File: config.mk
export PLATFORM = sky130hd
export DESIGN_NAME = obi2axi_bridge
export DESIGN_NICKNAME = d
export VERILOG_FILES = /design/src/hw/obi2axi_pkg.sv /design/src/hw/axi_req_issue.sv /design/src/hw/obi2axi_bridge.sv /design/src/hw/obi_req_accept.sv /design/src/hw/obi_rsp_return.sv
export SDC_FILE = /design/constraint.sdc
export NUM_CORES = 1
export LEC_CHECK = 0
export BUFFER_PORTS_ARGS = -buffer_cell sky130_fd_sc_hd__clkbuf_2
export CORE_ASPECT_RATIO = 1.1
export CORE_UTILIZATION = 41
export CTS_CLUSTER_DIAMETER = 120
export CTS_CLUSTER_SIZE = 25
export DETAILED_ROUTE_END_ITERATION = 16
export HOLD_SLACK_MARGIN = 0.15
export PLACE_DENSITY = 0.72
export SKIP_LAST_GASP = 1
export SYNTH_ARGS = -nofsm -noshare
export SYNTH_HDL_FRONTEND = slang
export SYNTH_SLANG_ARGS = --single-unit
File: constraint.sdc
create_clock -name clk_i -period 3.9 [get_ports clk_i]
set_input_delay 0.195 -clock clk_i [delete_from_list [all_inputs] [get_ports clk_i]]
set_output_delay 0.195 -clock clk_i [all_outputs]
set_load 0.02 [all_outputs]
File: src/hw/obi2axi_pkg.sv
// Shared widths, vector types and AXI response codes for the OBI to AXI4-Lite bridge.
// ORD_DEPTH must be a power of two because the order queue pointers wrap freely.
// Only OKAY and SLVERR are named here. Any non-OKAY code counts as an error.

package obi2axi_pkg;

    // bus widths
    localparam int ADDR_W = 32;
    localparam int DATA_W = 32;
    localparam int STRB_W = DATA_W / 8;
    localparam int ID_W   = 4;

    // outstanding limit, one order queue entry per transaction
    localparam int ORD_DEPTH = 4;
    localparam int ORD_PTR_W = $clog2(ORD_DEPTH);

    // byte address
    typedef logic [ADDR_W-1:0] addr_t;

    // one data word
    typedef logic [DATA_W-1:0] data_t;

    // byte enables and write strobes
    typedef logic [STRB_W-1:0] strb_t;

    // OBI aid / rid
    typedef logic [ID_W-1:0] id_t;

    // AXI bresp / rresp
    typedef logic [1:0] resp_t;

    localparam resp_t RESP_OKAY   = 2'b00;
    localparam resp_t RESP_SLVERR = 2'b10;

endpackage

File: src/hw/axi_req_issue.sv
// Turns the command slot into AXI4-Lite AW+W or AR transfers.
// cmd_* inputs must hold until cmd_done_o, which fires in the last handshake cycle.
// AW and W may complete in either order. Valids come from registers only.

`timescale 1ns/10ps

module axi_req_issue (
    input  logic                clk_i,
    input  logic                rst_i,

    // command slot
    input  logic                cmd_valid_i,
    input  obi2axi_pkg::addr_t  cmd_addr_i,
    input  logic                cmd_we_i,
    input  obi2axi_pkg::data_t  cmd_wdata_i,
    input  obi2axi_pkg::strb_t  cmd_be_i,
    output logic                cmd_done_o,

    // AXI4-Lite write address and data
    output logic                awvalid_o,
    output obi2axi_pkg::addr_t  awaddr_o,
    input  logic                awready_i,
    output logic                wvalid_o,
    output obi2axi_pkg::data_t  wdata_o,
    output obi2axi_pkg::strb_t  wstrb_o,
    input  logic                wready_i,

    // AXI4-Lite read address
    output logic                arvalid_o,
    output obi2axi_pkg::addr_t  araddr_o,
    input  logic                arready_i
);

    typedef enum logic [1:0] {
        ST_IDLE,
        ST_ISSUE,
        ST_DONE
    } state_e;

    state_e state_q, state_d;

    logic aw_ok_q;  // AW already handshaken
    logic w_ok_q;   // W already handshaken
    logic aw_hs;
    logic w_hs;
    logic ar_hs;
    logic all_done;

    assign awvalid_o = (state_q == ST_ISSUE) && cmd_we_i && !aw_ok_q;
    assign wvalid_o  = (state_q == ST_ISSUE) && cmd_we_i && !w_ok_q;
    assign arvalid_o = (state_q == ST_ISSUE) && !cmd_we_i;

    assign awaddr_o = cmd_addr_i;
    assign wdata_o  = cmd_wdata_i;
    assign wstrb_o  = cmd_be_i;   // OBI byte enables map straight to strobes
    assign araddr_o = cmd_addr_i;

    assign aw_hs = awvalid_o && awready_i;
    assign w_hs  = wvalid_o && wready_i;
    assign ar_hs = arvalid_o && arready_i;

    // counts handshakes from earlier cycles and this one
    assign all_done = cmd_we_i ? ((aw_ok_q || aw_hs) && (w_ok_q || w_hs)) : ar_hs;

    assign cmd_done_o = (state_q == ST_ISSUE) && all_done;

    always_comb begin
        state_d = state_q;
        case (state_q)
            ST_IDLE: begin
                if (cmd_valid_i) begin
                    state_d = ST_ISSUE;
                end
            end
            ST_ISSUE: begin
                if (all_done) begin
                    state_d = ST_DONE;
                end
            end
            ST_DONE: begin
                // slot may already hold the next command
                state_d = cmd_valid_i ? ST_ISSUE : ST_IDLE;
            end
            default: state_d = ST_IDLE;
        endcase
    end

    always_ff @(posedge clk_i) begin
        if (rst_i) begin
            state_q <= ST_IDLE;
        end else begin
            state_q <= state_d;
        end
    end

    // handshake flags, cleared once the command retires
    always_ff @(posedge clk_i) begin
        if (rst_i || state_q == ST_DONE) begin
            aw_ok_q <= 1'b0;
            w_ok_q  <= 1'b0;
        end else begin
            if (aw_hs) aw_ok_q <= 1'b1;
            if (w_hs)  w_ok_q  <= 1'b1;
        end
    end

    aw_stable: assert property (
        @(posedge clk_i) disable iff (rst_i)
        awvalid_o && !awready_i |=> awvalid_o && $stable(awaddr_o)
    );

    ar_stable: assert property (
        @(posedge clk_i) disable iff (rst_i)
        arvalid_o && !arready_i |=> arvalid_o && $stable(araddr_o)
    );

    w_stable: assert property (
        @(posedge clk_i) disable iff (rst_i)
        wvalid_o && !wready_i |=> wvalid_o && $stable({wdata_o, wstrb_o})
    );

endmodule

File: src/hw/obi2axi_bridge.sv
// OBI peripheral port to AXI4-Lite manager bridge, top level.
// Up to ORD_DEPTH transactions outstanding, responses returned in request order.
// No AXI IDs, prot or user signals. All AXI transfers are single beat.

`timescale 1ns/10ps

module obi2axi_bridge (
    input  logic                clk_i,
    input  logic                rst_i,

    // OBI request
    input  logic                a_req_i,
    input  obi2axi_pkg::addr_t  a_addr_i,
    input  logic                a_we_i,
    input  obi2axi_pkg::data_t  a_wdata_i,
    input  obi2axi_pkg::strb_t  a_be_i,
    input  obi2axi_pkg::id_t    a_aid_i,
    output logic                a_gnt_o,

    // OBI response
    output logic                r_valid_o,
    output obi2axi_pkg::data_t  r_rdata_o,
    output logic                r_err_o,
    output obi2axi_pkg::id_t    r_rid_o,
    input  logic                r_ready_i,

    // AXI4-Lite manager
    output logic                awvalid_o,
    output obi2axi_pkg::addr_t  awaddr_o,
    input  logic                awready_i,
    output logic                wvalid_o,
    output obi2axi_pkg::data_t  wdata_o,
    output obi2axi_pkg::strb_t  wstrb_o,
    input  logic                wready_i,
    input  logic                bvalid_i,
    input  obi2axi_pkg::resp_t  bresp_i,
    output logic                bready_o,
    output logic                arvalid_o,
    output obi2axi_pkg::addr_t  araddr_o,
    input  logic                arready_i,
    input  logic                rvalid_i,
    input  obi2axi_pkg::data_t  rdata_i,
    input  obi2axi_pkg::resp_t  rresp_i,
    output logic                rready_o
);

    import obi2axi_pkg::*;

    // command slot
    logic  cmd_valid;
    addr_t cmd_addr;
    logic  cmd_we;
    data_t cmd_wdata;
    strb_t cmd_be;
    logic  cmd_done;

    // order queue
    logic  ord_push;
    logic  ord_we;
    id_t   ord_id;
    logic  ord_ready;

    obi_req_accept u_accept (
        .clk_i       (clk_i),
        .rst_i       (rst_i),
        .a_req_i     (a_req_i),
        .a_addr_i    (a_addr_i),
        .a_we_i      (a_we_i),
        .a_wdata_i   (a_wdata_i),
        .a_be_i      (a_be_i),
        .a_aid_i     (a_aid_i),
        .a_gnt_o     (a_gnt_o),
        .cmd_valid_o (cmd_valid),
        .cmd_addr_o  (cmd_addr),
        .cmd_we_o    (cmd_we),
        .cmd_wdata_o (cmd_wdata),
        .cmd_be_o    (cmd_be),
        .cmd_done_i  (cmd_done),
        .ord_push_o  (ord_push),
        .ord_we_o    (ord_we),
        .ord_id_o    (ord_id),
        .ord_ready_i (ord_ready)
    );

    axi_req_issue u_issue (
        .clk_i       (clk_i),
        .rst_i       (rst_i),
        .cmd_valid_i (cmd_valid),
        .cmd_addr_i  (cmd_addr),
        .cmd_we_i    (cmd_we),
        .cmd_wdata_i (cmd_wdata),
        .cmd_be_i    (cmd_be),
        .cmd_done_o  (cmd_done),
        .awvalid_o   (awvalid_o),
        .awaddr_o    (awaddr_o),
        .awready_i   (awready_i),
        .wvalid_o    (wvalid_o),
        .wdata_o     (wdata_o),
        .wstrb_o     (wstrb_o),
        .wready_i    (wready_i),
        .arvalid_o   (arvalid_o),
        .araddr_o    (araddr_o),
        .arready_i   (arready_i)
    );

    obi_rsp_return u_return (
        .clk_i       (clk_i),
        .rst_i       (rst_i),
        .ord_push_i  (ord_push),
        .ord_we_i    (ord_we),
        .ord_id_i    (ord_id),
        .ord_ready_o (ord_ready),
        .bvalid_i    (bvalid_i),
        .bresp_i     (bresp_i),
        .bready_o    (bready_o),
        .rvalid_i    (rvalid_i),
        .rdata_i     (rdata_i),
        .rresp_i     (rresp_i),
        .rready_o    (rready_o),
        .r_valid_o   (r_valid_o),
        .r_rdata_o   (r_rdata_o),
        .r_err_o     (r_err_o),
        .r_rid_o     (r_rid_o),
        .r_ready_i   (r_ready_i)
    );

endmodule

File: src/hw/obi_req_accept.sv
// OBI request side of the bridge. Holds one command at a time.
// a_gnt_o is combinational from a_req_i, cmd_done_i and ord_ready_i.
// The request fields must stay stable while a_req_i waits for the grant.

`timescale 1ns/10ps

module obi_req_accept (
    input  logic                clk_i,
    input  logic                rst_i,

    // OBI request channel
    input  logic                a_req_i,
    input  obi2axi_pkg::addr_t  a_addr_i,
    input  logic                a_we_i,
    input  obi2axi_pkg::data_t  a_wdata_i,
    input  obi2axi_pkg::strb_t  a_be_i,
    input  obi2axi_pkg::id_t    a_aid_i,
    output logic                a_gnt_o,

    // command slot towards the AXI issue logic
    output logic                cmd_valid_o,
    output obi2axi_pkg::addr_t  cmd_addr_o,
    output logic                cmd_we_o,
    output obi2axi_pkg::data_t  cmd_wdata_o,
    output obi2axi_pkg::strb_t  cmd_be_o,
    input  logic                cmd_done_i,

    // order queue push
    output logic                ord_push_o,
    output logic                ord_we_o,
    output obi2axi_pkg::id_t    ord_id_o,
    input  logic                ord_ready_i
);

    import obi2axi_pkg::*;

    logic  cmd_valid_q;
    addr_t cmd_addr_q;
    logic  cmd_we_q;
    data_t cmd_wdata_q;
    strb_t cmd_be_q;
    logic  slot_free;

    // slot can be refilled in the same cycle it retires
    assign slot_free = !cmd_valid_q || cmd_done_i;
    assign a_gnt_o   = a_req_i && slot_free && ord_ready_i;

    always_ff @(posedge clk_i) begin
        if (rst_i) begin
            cmd_valid_q <= 1'b0;
        end else if (a_gnt_o) begin
            cmd_valid_q <= 1'b1;
        end else if (cmd_done_i) begin
            cmd_valid_q <= 1'b0;
        end
    end

    always_ff @(posedge clk_i) begin
        if (a_gnt_o) begin
            cmd_addr_q  <= a_addr_i;
            cmd_we_q    <= a_we_i;
            cmd_wdata_q <= a_wdata_i;
            cmd_be_q    <= a_be_i;
        end
    end

    assign cmd_valid_o = cmd_valid_q;
    assign cmd_addr_o  = cmd_addr_q;
    assign cmd_we_o    = cmd_we_q;
    assign cmd_wdata_o = cmd_wdata_q;
    assign cmd_be_o    = cmd_be_q;

    // order entry goes in together with the grant
    assign ord_push_o = a_gnt_o;
    assign ord_we_o   = a_we_i;
    assign ord_id_o   = a_aid_i;

    // requester holds its fields until the grant
    a_req_stable: assert property (
        @(posedge clk_i) disable iff (rst_i)
        a_req_i && !a_gnt_o |=> $stable({a_addr_i, a_we_i, a_wdata_i, a_be_i, a_aid_i})
    );

    // the issue side only retires a loaded slot
    done_needs_slot: assert property (
        @(posedge clk_i) disable iff (rst_i)
        cmd_done_i |-> cmd_valid_q
    );

endmodule

File: src/hw/obi_rsp_return.sv
// Order queue plus OBI response register.
// Only the B or R channel named by the oldest entry is accepted, so responses
// leave in request order. Write responses carry zero rdata.

`timescale 1ns/10ps

module obi_rsp_return (
    input  logic                clk_i,
    input  logic                rst_i,

    // order queue push from the request side
    input  logic                ord_push_i,
    input  logic                ord_we_i,
    input  obi2axi_pkg::id_t    ord_id_i,
    output logic                ord_ready_o,

    // AXI4-Lite responses
    input  logic                bvalid_i,
    input  obi2axi_pkg::resp_t  bresp_i,
    output logic                bready_o,
    input  logic                rvalid_i,
    input  obi2axi_pkg::data_t  rdata_i,
    input  obi2axi_pkg::resp_t  rresp_i,
    output logic                rready_o,

    // OBI response channel
    output logic                r_valid_o,
    output obi2axi_pkg::data_t  r_rdata_o,
    output logic                r_err_o,
    output obi2axi_pkg::id_t    r_rid_o,
    input  logic                r_ready_i
);

    import obi2axi_pkg::*;

    logic                 ord_we_q [ORD_DEPTH];
    id_t                  ord_id_q [ORD_DEPTH];
    logic [ORD_PTR_W-1:0] wr_ptr_q;
    logic [ORD_PTR_W-1:0] rd_ptr_q;
    logic [ORD_PTR_W:0]   cnt_q;
    logic                 empty;
    logic                 head_we;
    logic                 rsp_free;
    logic                 b_hs;
    logic                 r_hs;
    logic                 pop;
    logic                 r_valid_q;
    data_t                r_rdata_q;
    logic                 r_err_q;
    id_t                  r_rid_q;

    assign empty       = (cnt_q == '0);
    assign ord_ready_o = (cnt_q != ORD_DEPTH[ORD_PTR_W:0]);
    assign head_we     = ord_we_q[rd_ptr_q];

    // register empty or draining this cycle
    assign rsp_free = !r_valid_q || r_ready_i;
    assign bready_o = !empty && head_we && rsp_free;
    assign rready_o = !empty && !head_we && rsp_free;

    assign b_hs = bvalid_i && bready_o;
    assign r_hs = rvalid_i && rready_o;
    assign pop  = b_hs || r_hs;

    always_ff @(posedge clk_i) begin
        if (ord_push_i) begin
            ord_we_q[wr_ptr_q] <= ord_we_i;
            ord_id_q[wr_ptr_q] <= ord_id_i;
        end
    end

    always_ff @(posedge clk_i) begin
        if (rst_i) begin
            wr_ptr_q <= '0;
            rd_ptr_q <= '0;
            cnt_q    <= '0;
        end else begin
            if (ord_push_i) wr_ptr_q <= wr_ptr_q + 1'b1;
            if (pop)        rd_ptr_q <= rd_ptr_q + 1'b1;
            cnt_q <= cnt_q + (ORD_PTR_W+1)'(ord_push_i) - (ORD_PTR_W+1)'(pop);
        end
    end

    always_ff @(posedge clk_i) begin
        if (rst_i) begin
            r_valid_q <= 1'b0;
        end else if (pop) begin
            r_valid_q <= 1'b1;
        end else if (r_ready_i) begin
            r_valid_q <= 1'b0;
        end
    end

    always_ff @(posedge clk_i) begin
        if (pop) begin
            r_rdata_q <= head_we ? '0 : rdata_i;
            r_err_q   <= (head_we ? bresp_i : rresp_i) != RESP_OKAY;  // SLVERR and DECERR
            r_rid_q   <= ord_id_q[rd_ptr_q];
        end
    end

    assign r_valid_o = r_valid_q;
    assign r_rdata_o = r_rdata_q;
    assign r_err_o   = r_err_q;
    assign r_rid_o   = r_rid_q;

    // subordinate answers only while something is outstanding
    no_rsp_when_empty: assert property (
        @(posedge clk_i) disable iff (rst_i)
        bvalid_i || rvalid_i |-> !empty
    );

endmodule

==> impl_metrics.prom <==
# TYPE chip_impl_metric gauge
chip_impl_metric{name="antenna_found_initial",unit=""} 3
chip_impl_metric{name="critical_path_required",unit="ps"} 4200
chip_impl_metric{name="p_sw_share",unit="%"} 32.0
chip_impl_metric{name="filler_cell_count",unit=""} 890
chip_impl_metric{name="via_per_inst",unit=""} 4.52
chip_impl_metric{name="vias_in_the_first_global_route",unit=""} 3875
chip_impl_metric{name="drt.antenna.violating_nets",unit=""} 0
chip_impl_metric{name="total_switching_power",unit="mW"} 1.59
chip_impl_metric{name="finClkSkew",unit="ps"} 8.57
chip_impl_metric{name="synth_top_area_share",unit="%"} 72.8
chip_impl_metric{name="synthToLayoutAreaGrowth",unit="%"} 55.8
chip_impl_metric{name="vdd_drop_max",unit="mV"} 0.365
chip_impl_metric{name="die_extent_in_x",unit="um"} 109
chip_impl_metric{name="synthesis.nets",unit=""} 419
chip_impl_metric{name="postCtsSetupBuffers",unit=""} 0
chip_impl_info{name="cts_root_buf",value="sky130_fd_sc_hd__clkbuf_16"} 1
chip_impl_metric{name="seq_area",unit="um^2"} 4080
chip_impl_metric{name="reg2reg_depth",unit=""} 10
chip_impl_metric{name="grt_start_max_net_pins",unit=""} 77
chip_impl_metric{name="drt-wirelength-per-cell",unit="um"} 16.7
chip_impl_metric{name="regToRegSetupSlack",unit="ps"} 770
chip_impl_metric{name="cts.reportedPaths.clkPinSlew",unit="ps"} 60
chip_impl_metric{name="pwr-share-comb",unit="%"} 25.9
chip_impl_metric{name="fp.dieArea",unit="um^2"} 13100
chip_impl_metric{name="hold_depth",unit=""} 2
chip_impl_metric{name="grt_first_pass_wirelength",unit="um"} 19800
chip_impl_metric{name="tightestPinTransition",unit="ps"} 945
chip_impl_metric{name="slew_headroom",unit="%"} 37.0
chip_impl_metric{name="drive_gt1_share",unit="%"} 45.9
chip_impl_info{name="min_path_type",value="in2reg"} 1
chip_impl_metric{name="placement_rows",unit=""} 42
chip_impl_metric{name="number_of_nets_in_the_final_layout",unit=""} 772
chip_impl_metric{name="max-cap-violations",unit=""} 0
chip_impl_metric{name="route.detailed.drc",unit=""} 0
chip_impl_metric{name="tritoncts_buffer_count",unit=""} 17
chip_impl_metric{name="timing.critical_path.fanout_max",unit=""} 34
chip_impl_metric{name="post_synth_inst_count",unit=""} 294
chip_impl_metric{name="maxClockFrequency",unit="MHz"} 319
chip_impl_info{name="reg2reg_to",value="u_return.cnt_q[2]"} 1
chip_impl_info{name="status",value="complete, no violations"} 1
chip_impl_metric{name="synth.lib_cells_used.distinct",unit=""} 32
chip_impl_metric{name="clock_latency",unit="ps"} 420
chip_impl_info{name="critical_path.reg2reg.startpoint",value="u_return.ord_we_q[3]"} 1
chip_impl_info{name="rsz_0062_raised_after_global_routing",value="no"} 1
chip_impl_metric{name="setup-tns-final",unit="ps"} 0
chip_impl_info{name="critical_path.startpoint_type",value="flip-flop"} 1
chip_impl_metric{name="cts_htree_levels",unit=""} 4
chip_impl_metric{name="io_pins",unit=""} 262
chip_impl_metric{name="final-max-slew-violation-count",unit=""} 0
chip_impl_metric{name="start_util",unit="%"} 42.6
chip_impl_info{name="synth_top_area_cell",value="sky130_fd_sc_hd__edfxtp_1"} 1
chip_impl_metric{name="synthesis.area",unit="um^2"} 5200
chip_impl_metric{name="finish.utilization",unit="%"} 66.4
chip_impl_metric{name="drt_pre_antenna_iters",unit=""} 6
chip_impl_metric{name="critPathArrivalTime",unit="ps"} 3430
chip_impl_metric{name="overflow_left_after_global_routing",unit=""} 0
chip_impl_metric{name="share_seq_of_total_power",unit="%"} 43.9
chip_impl_info{name="cts_tree",value="built"} 1
chip_impl_metric{name="shortest_period_the_worst_path_allows",unit="ps"} 3130
chip_impl_metric{name="core_area",unit="um^2"} 12200
chip_impl_metric{name="groute.usage.overall",unit="%"} 21.2
chip_impl_metric{name="synthesis.area_per_instance",unit="um^2"} 17.7
chip_impl_metric{name="placement.io_buffers",unit=""} 261
chip_impl_metric{name="gp_congestion",unit=""} 0.764
chip_impl_metric{name="synth.ff_latch_count",unit=""} 141
chip_impl_info{name="timing.hold.worst.start",value="rdata_i[9]"} 1
chip_impl_metric{name="p_int",unit="mW"} 3.37
chip_impl_metric{name="p_leak",unit="nW"} 3.43
chip_impl_info{name="cell_types_with_the_largest_area_share_after_synthesis",value="sky130_fd_sc_hd__edfxtp_1 73%, sky130_fd_sc_hd__dfxtp_1 5.8%, sky130_fd_sc_hd__buf_4 4.6%"} 1
chip_impl_metric{name="finalWirelength",unit="um"} 13600
chip_impl_metric{name="detailedPlacementHpwl",unit="um"} 8670
chip_impl_metric{name="detail_route.iter0.violations",unit=""} 152
chip_impl_metric{name="die_h",unit="um"} 120
chip_impl_metric{name="clock_network_fraction_of_total_power",unit="%"} 30.2
chip_impl_info{name="hold_path_end",value="u_return.r_rdata_o[9]"} 1
chip_impl_metric{name="dr_total_vias",unit=""} 3694
chip_impl_metric{name="setup_viol_count_final",unit=""} 0
chip_impl_info{name="end_kind",value="flip-flop"} 1
chip_impl_metric{name="multiInputGateArea",unit="um^2"} 827
chip_impl_info{name="criticalPathCategory",value="reg2reg"} 1
chip_impl_metric{name="min_period_over_period",unit="%"} 80.4
chip_impl_metric{name="yosys_warning_count",unit=""} 0
chip_impl_metric{name="cts_max_path_buffers",unit=""} 2
chip_impl_metric{name="numClockSinks",unit=""} 141
chip_impl_metric{name="final_hold_viol_count",unit=""} 0
chip_impl_metric{name="part_of_the_yosys_area_used_for_sequential_elements",unit="%"} 78.6
chip_impl_metric{name="power_density",unit="nW/um^2"} 613
==> cell type report <==
class / count / share of cell area [%]
Sequential cell: 141 / 50.5
Timing Repair Buffer: 371 / 29.7
Multi-Input combinational cell: 107 / 10.2
Clock buffer: 17 / 5.26
Tap cell: 154 / 2.38
Clock inverter: 15 / 1.50
Inverter: 9 / 0.417
Antenna cell: 3 / 0.0928
==> logic make-up (layout without fill, tap and decap cells) <==
group / Yosys count / count (layout) / synth area share (%)
compound gates: 16 / 16 / 2.29
xor+xnor: 2 / 2 / 0.337
fa+ha+maj: 7 / 7 / 1.83
buf+inv: 46 / 412 / 5.63
flops: 141 / 141 / 78.6
mux: 11 / 11 / 3.37
other cells: 0 / 3 / 0
simple gates: 71 / 71 / 7.95
==> layout by cell type (no fill, tap or decap), types with 2 or more instances in the layout <==
| master | n |
|---|---|
| sky130_fd_sc_hd__clkinv_1 | 4 |
| sky130_fd_sc_hd__xnor2_1 | 2 |
| sky130_fd_sc_hd__diode_2 | 3 |
| sky130_fd_sc_hd__or4_1 | 2 |
| sky130_fd_sc_hd__and2_1 | 4 |
| sky130_fd_sc_hd__inv_1 | 9 |
| sky130_fd_sc_hd__mux4_2 | 5 |
| sky130_fd_sc_hd__o21ai_0 | 3 |
| sky130_fd_sc_hd__clkbuf_2 | 261 |
| sky130_fd_sc_hd__edfxtp_1 | 126 |
| sky130_fd_sc_hd__clkinv_2 | 2 |
| sky130_fd_sc_hd__a21oi_1 | 4 |
| sky130_fd_sc_hd__ha_1 | 6 |
| sky130_fd_sc_hd__nor2b_1 | 33 |
| sky130_fd_sc_hd__nand2b_1 | 6 |
| sky130_fd_sc_hd__buf_4 | 2 |
| sky130_fd_sc_hd__clkinvlp_4 | 3 |
| sky130_fd_sc_hd__mux2i_1 | 4 |
| sky130_fd_sc_hd__dlygate4sd3_1 | 108 |
| sky130_fd_sc_hd__nor2_1 | 14 |
| sky130_fd_sc_hd__clkbuf_16 | 17 |
| sky130_fd_sc_hd__dfxtp_1 | 15 |
| sky130_fd_sc_hd__inv_6 | 4 |
| sky130_fd_sc_hd__mux2_2 | 2 |
| sky130_fd_sc_hd__and2b_2 | 3 |
| sky130_fd_sc_hd__nand2_1 | 4 |
| sky130_fd_sc_hd__o31ai_1 | 2 |
==> per-stage QoR <==
step	hold slack (ps)	cell area [um^2]	setup slack (ps)	instances	power, mW
floorplan	294	5200	148	294	3.00
global placement	372	6460	887	674	3.36
detailed placement	374	6460	791	674	3.40
CTS	161	8090	746	814	4.98
global route	174	8090	486	817	5.18
finish	178	8090	766	817	4.96
==> how the worst max path moves through the flow <==
stage                               startpoint                end  slack (ps)  depth (start not counted)
after floorplan              u_accept.cmd_we_o  u_return.cnt_q[1]         150                          6
after global placement               flip-flop  u_return.cnt_q[2]         890                         10
after detailed placement             flip-flop  u_return.cnt_q[2]         790                         10
after CTS                            flip-flop  u_return.cnt_q[2]         750                         10
after global routing      u_return.ord_we_q[0]  u_return.cnt_q[2]         490                         10
final                     u_return.ord_we_q[3]  u_return.cnt_q[2]         770                         10
==> what timing repair did <==
item	4_1_cts	5_1_grt
resized for setup	0	0
endpoints found under the hold margin	122	0
hold buffers	108	0
==> cell usage after synthesis <==
library cell               count
sky130_fd_sc_hd__o22ai_1       1
sky130_fd_sc_hd__mux2_2        2
sky130_fd_sc_hd__o21ai_0       3
sky130_fd_sc_hd__mux4_2        5
sky130_fd_sc_hd__o31ai_1       2
sky130_fd_sc_hd__a221o_1       1
sky130_fd_sc_hd__mux2i_1       4
sky130_fd_sc_hd__clkbuf_1      5
sky130_fd_sc_hd__and3b_1       1
sky130_fd_sc_hd__a211oi_1      1
sky130_fd_sc_hd__inv_1         9
sky130_fd_sc_hd__xnor2_1       2
sky130_fd_sc_hd__nor2b_1      33
sky130_fd_sc_hd__and2b_2       3
sky130_fd_sc_hd__and2_1        4
sky130_fd_sc_hd__fa_1          1
sky130_fd_sc_hd__nand2_1       4
sky130_fd_sc_hd__a31oi_4       1
sky130_fd_sc_hd__a31oi_1       1
sky130_fd_sc_hd__and4b_1       1
sky130_fd_sc_hd__nand2b_1      6
sky130_fd_sc_hd__a21oi_1       4
sky130_fd_sc_hd__nor3b_1       1
sky130_fd_sc_hd__buf_4        32
sky130_fd_sc_hd__nor2_1       15
sky130_fd_sc_hd__ha_1          6
sky130_fd_sc_hd__dfxtp_1      15
sky130_fd_sc_hd__or4_1         2
sky130_fd_sc_hd__nor3_1        1
sky130_fd_sc_hd__edfxtp_1    126
sky130_fd_sc_hd__a32oi_1       1
sky130_fd_sc_hd__o221ai_1      1
==> critical path: stages, from the launching register on <==
cell and delay, ps:
sky130_fd_sc_hd__edfxtp_1 390, sky130_fd_sc_hd__mux4_2 790, sky130_fd_sc_hd__mux2i_1 500, sky130_fd_sc_hd__nor2_4 50, sky130_fd_sc_hd__ha_1 300, sky130_fd_sc_hd__inv_1 40
sky130_fd_sc_hd__ha_1 180, sky130_fd_sc_hd__fa_1 380, sky130_fd_sc_hd__xnor2_1 190, sky130_fd_sc_hd__xnor2_1 150, sky130_fd_sc_hd__nor2_1 50
==> power by group through the flow <==
stage                     logic, mW  clock network, mW  registers (mW)
after CTS                      1.29               1.52            2.18
after global placement         1.17                  0            2.19
after floorplan               0.523                  0            2.47
after detailed placement       1.19                  0            2.21
after global routing           1.39               1.58            2.21
final                          1.29               1.50            2.18
==> per-layer routing <==
layer	GRT usage, %	wire [um]
met5	0	0
met1	21.5	4890
met3	7.77	1080
met4	9.83	302
met2	37.9	7340
==> flip-flops by register name, indices dropped and copies added, names as in the netlist, named ones only <==
signal	count
u_issue.state_q	2
u_issue.w_ok_q	1
u_return.r_err_o	1
u_return.r_valid_o	1
u_return.cnt_q	3
u_return.ord_id_q	16
u_return.rd_ptr_q	2
u_accept.cmd_be_o	4
u_return.r_rdata_o	32
u_accept.cmd_valid_o	1
u_issue.aw_ok_q	1
u_return.ord_we_q	4
u_accept.cmd_addr_o	32
u_return.wr_ptr_q	2
u_accept.cmd_wdata_o	32
u_return.r_rid_o	4
u_accept.cmd_we_o	1
Power figures use the tool's default switching activity.
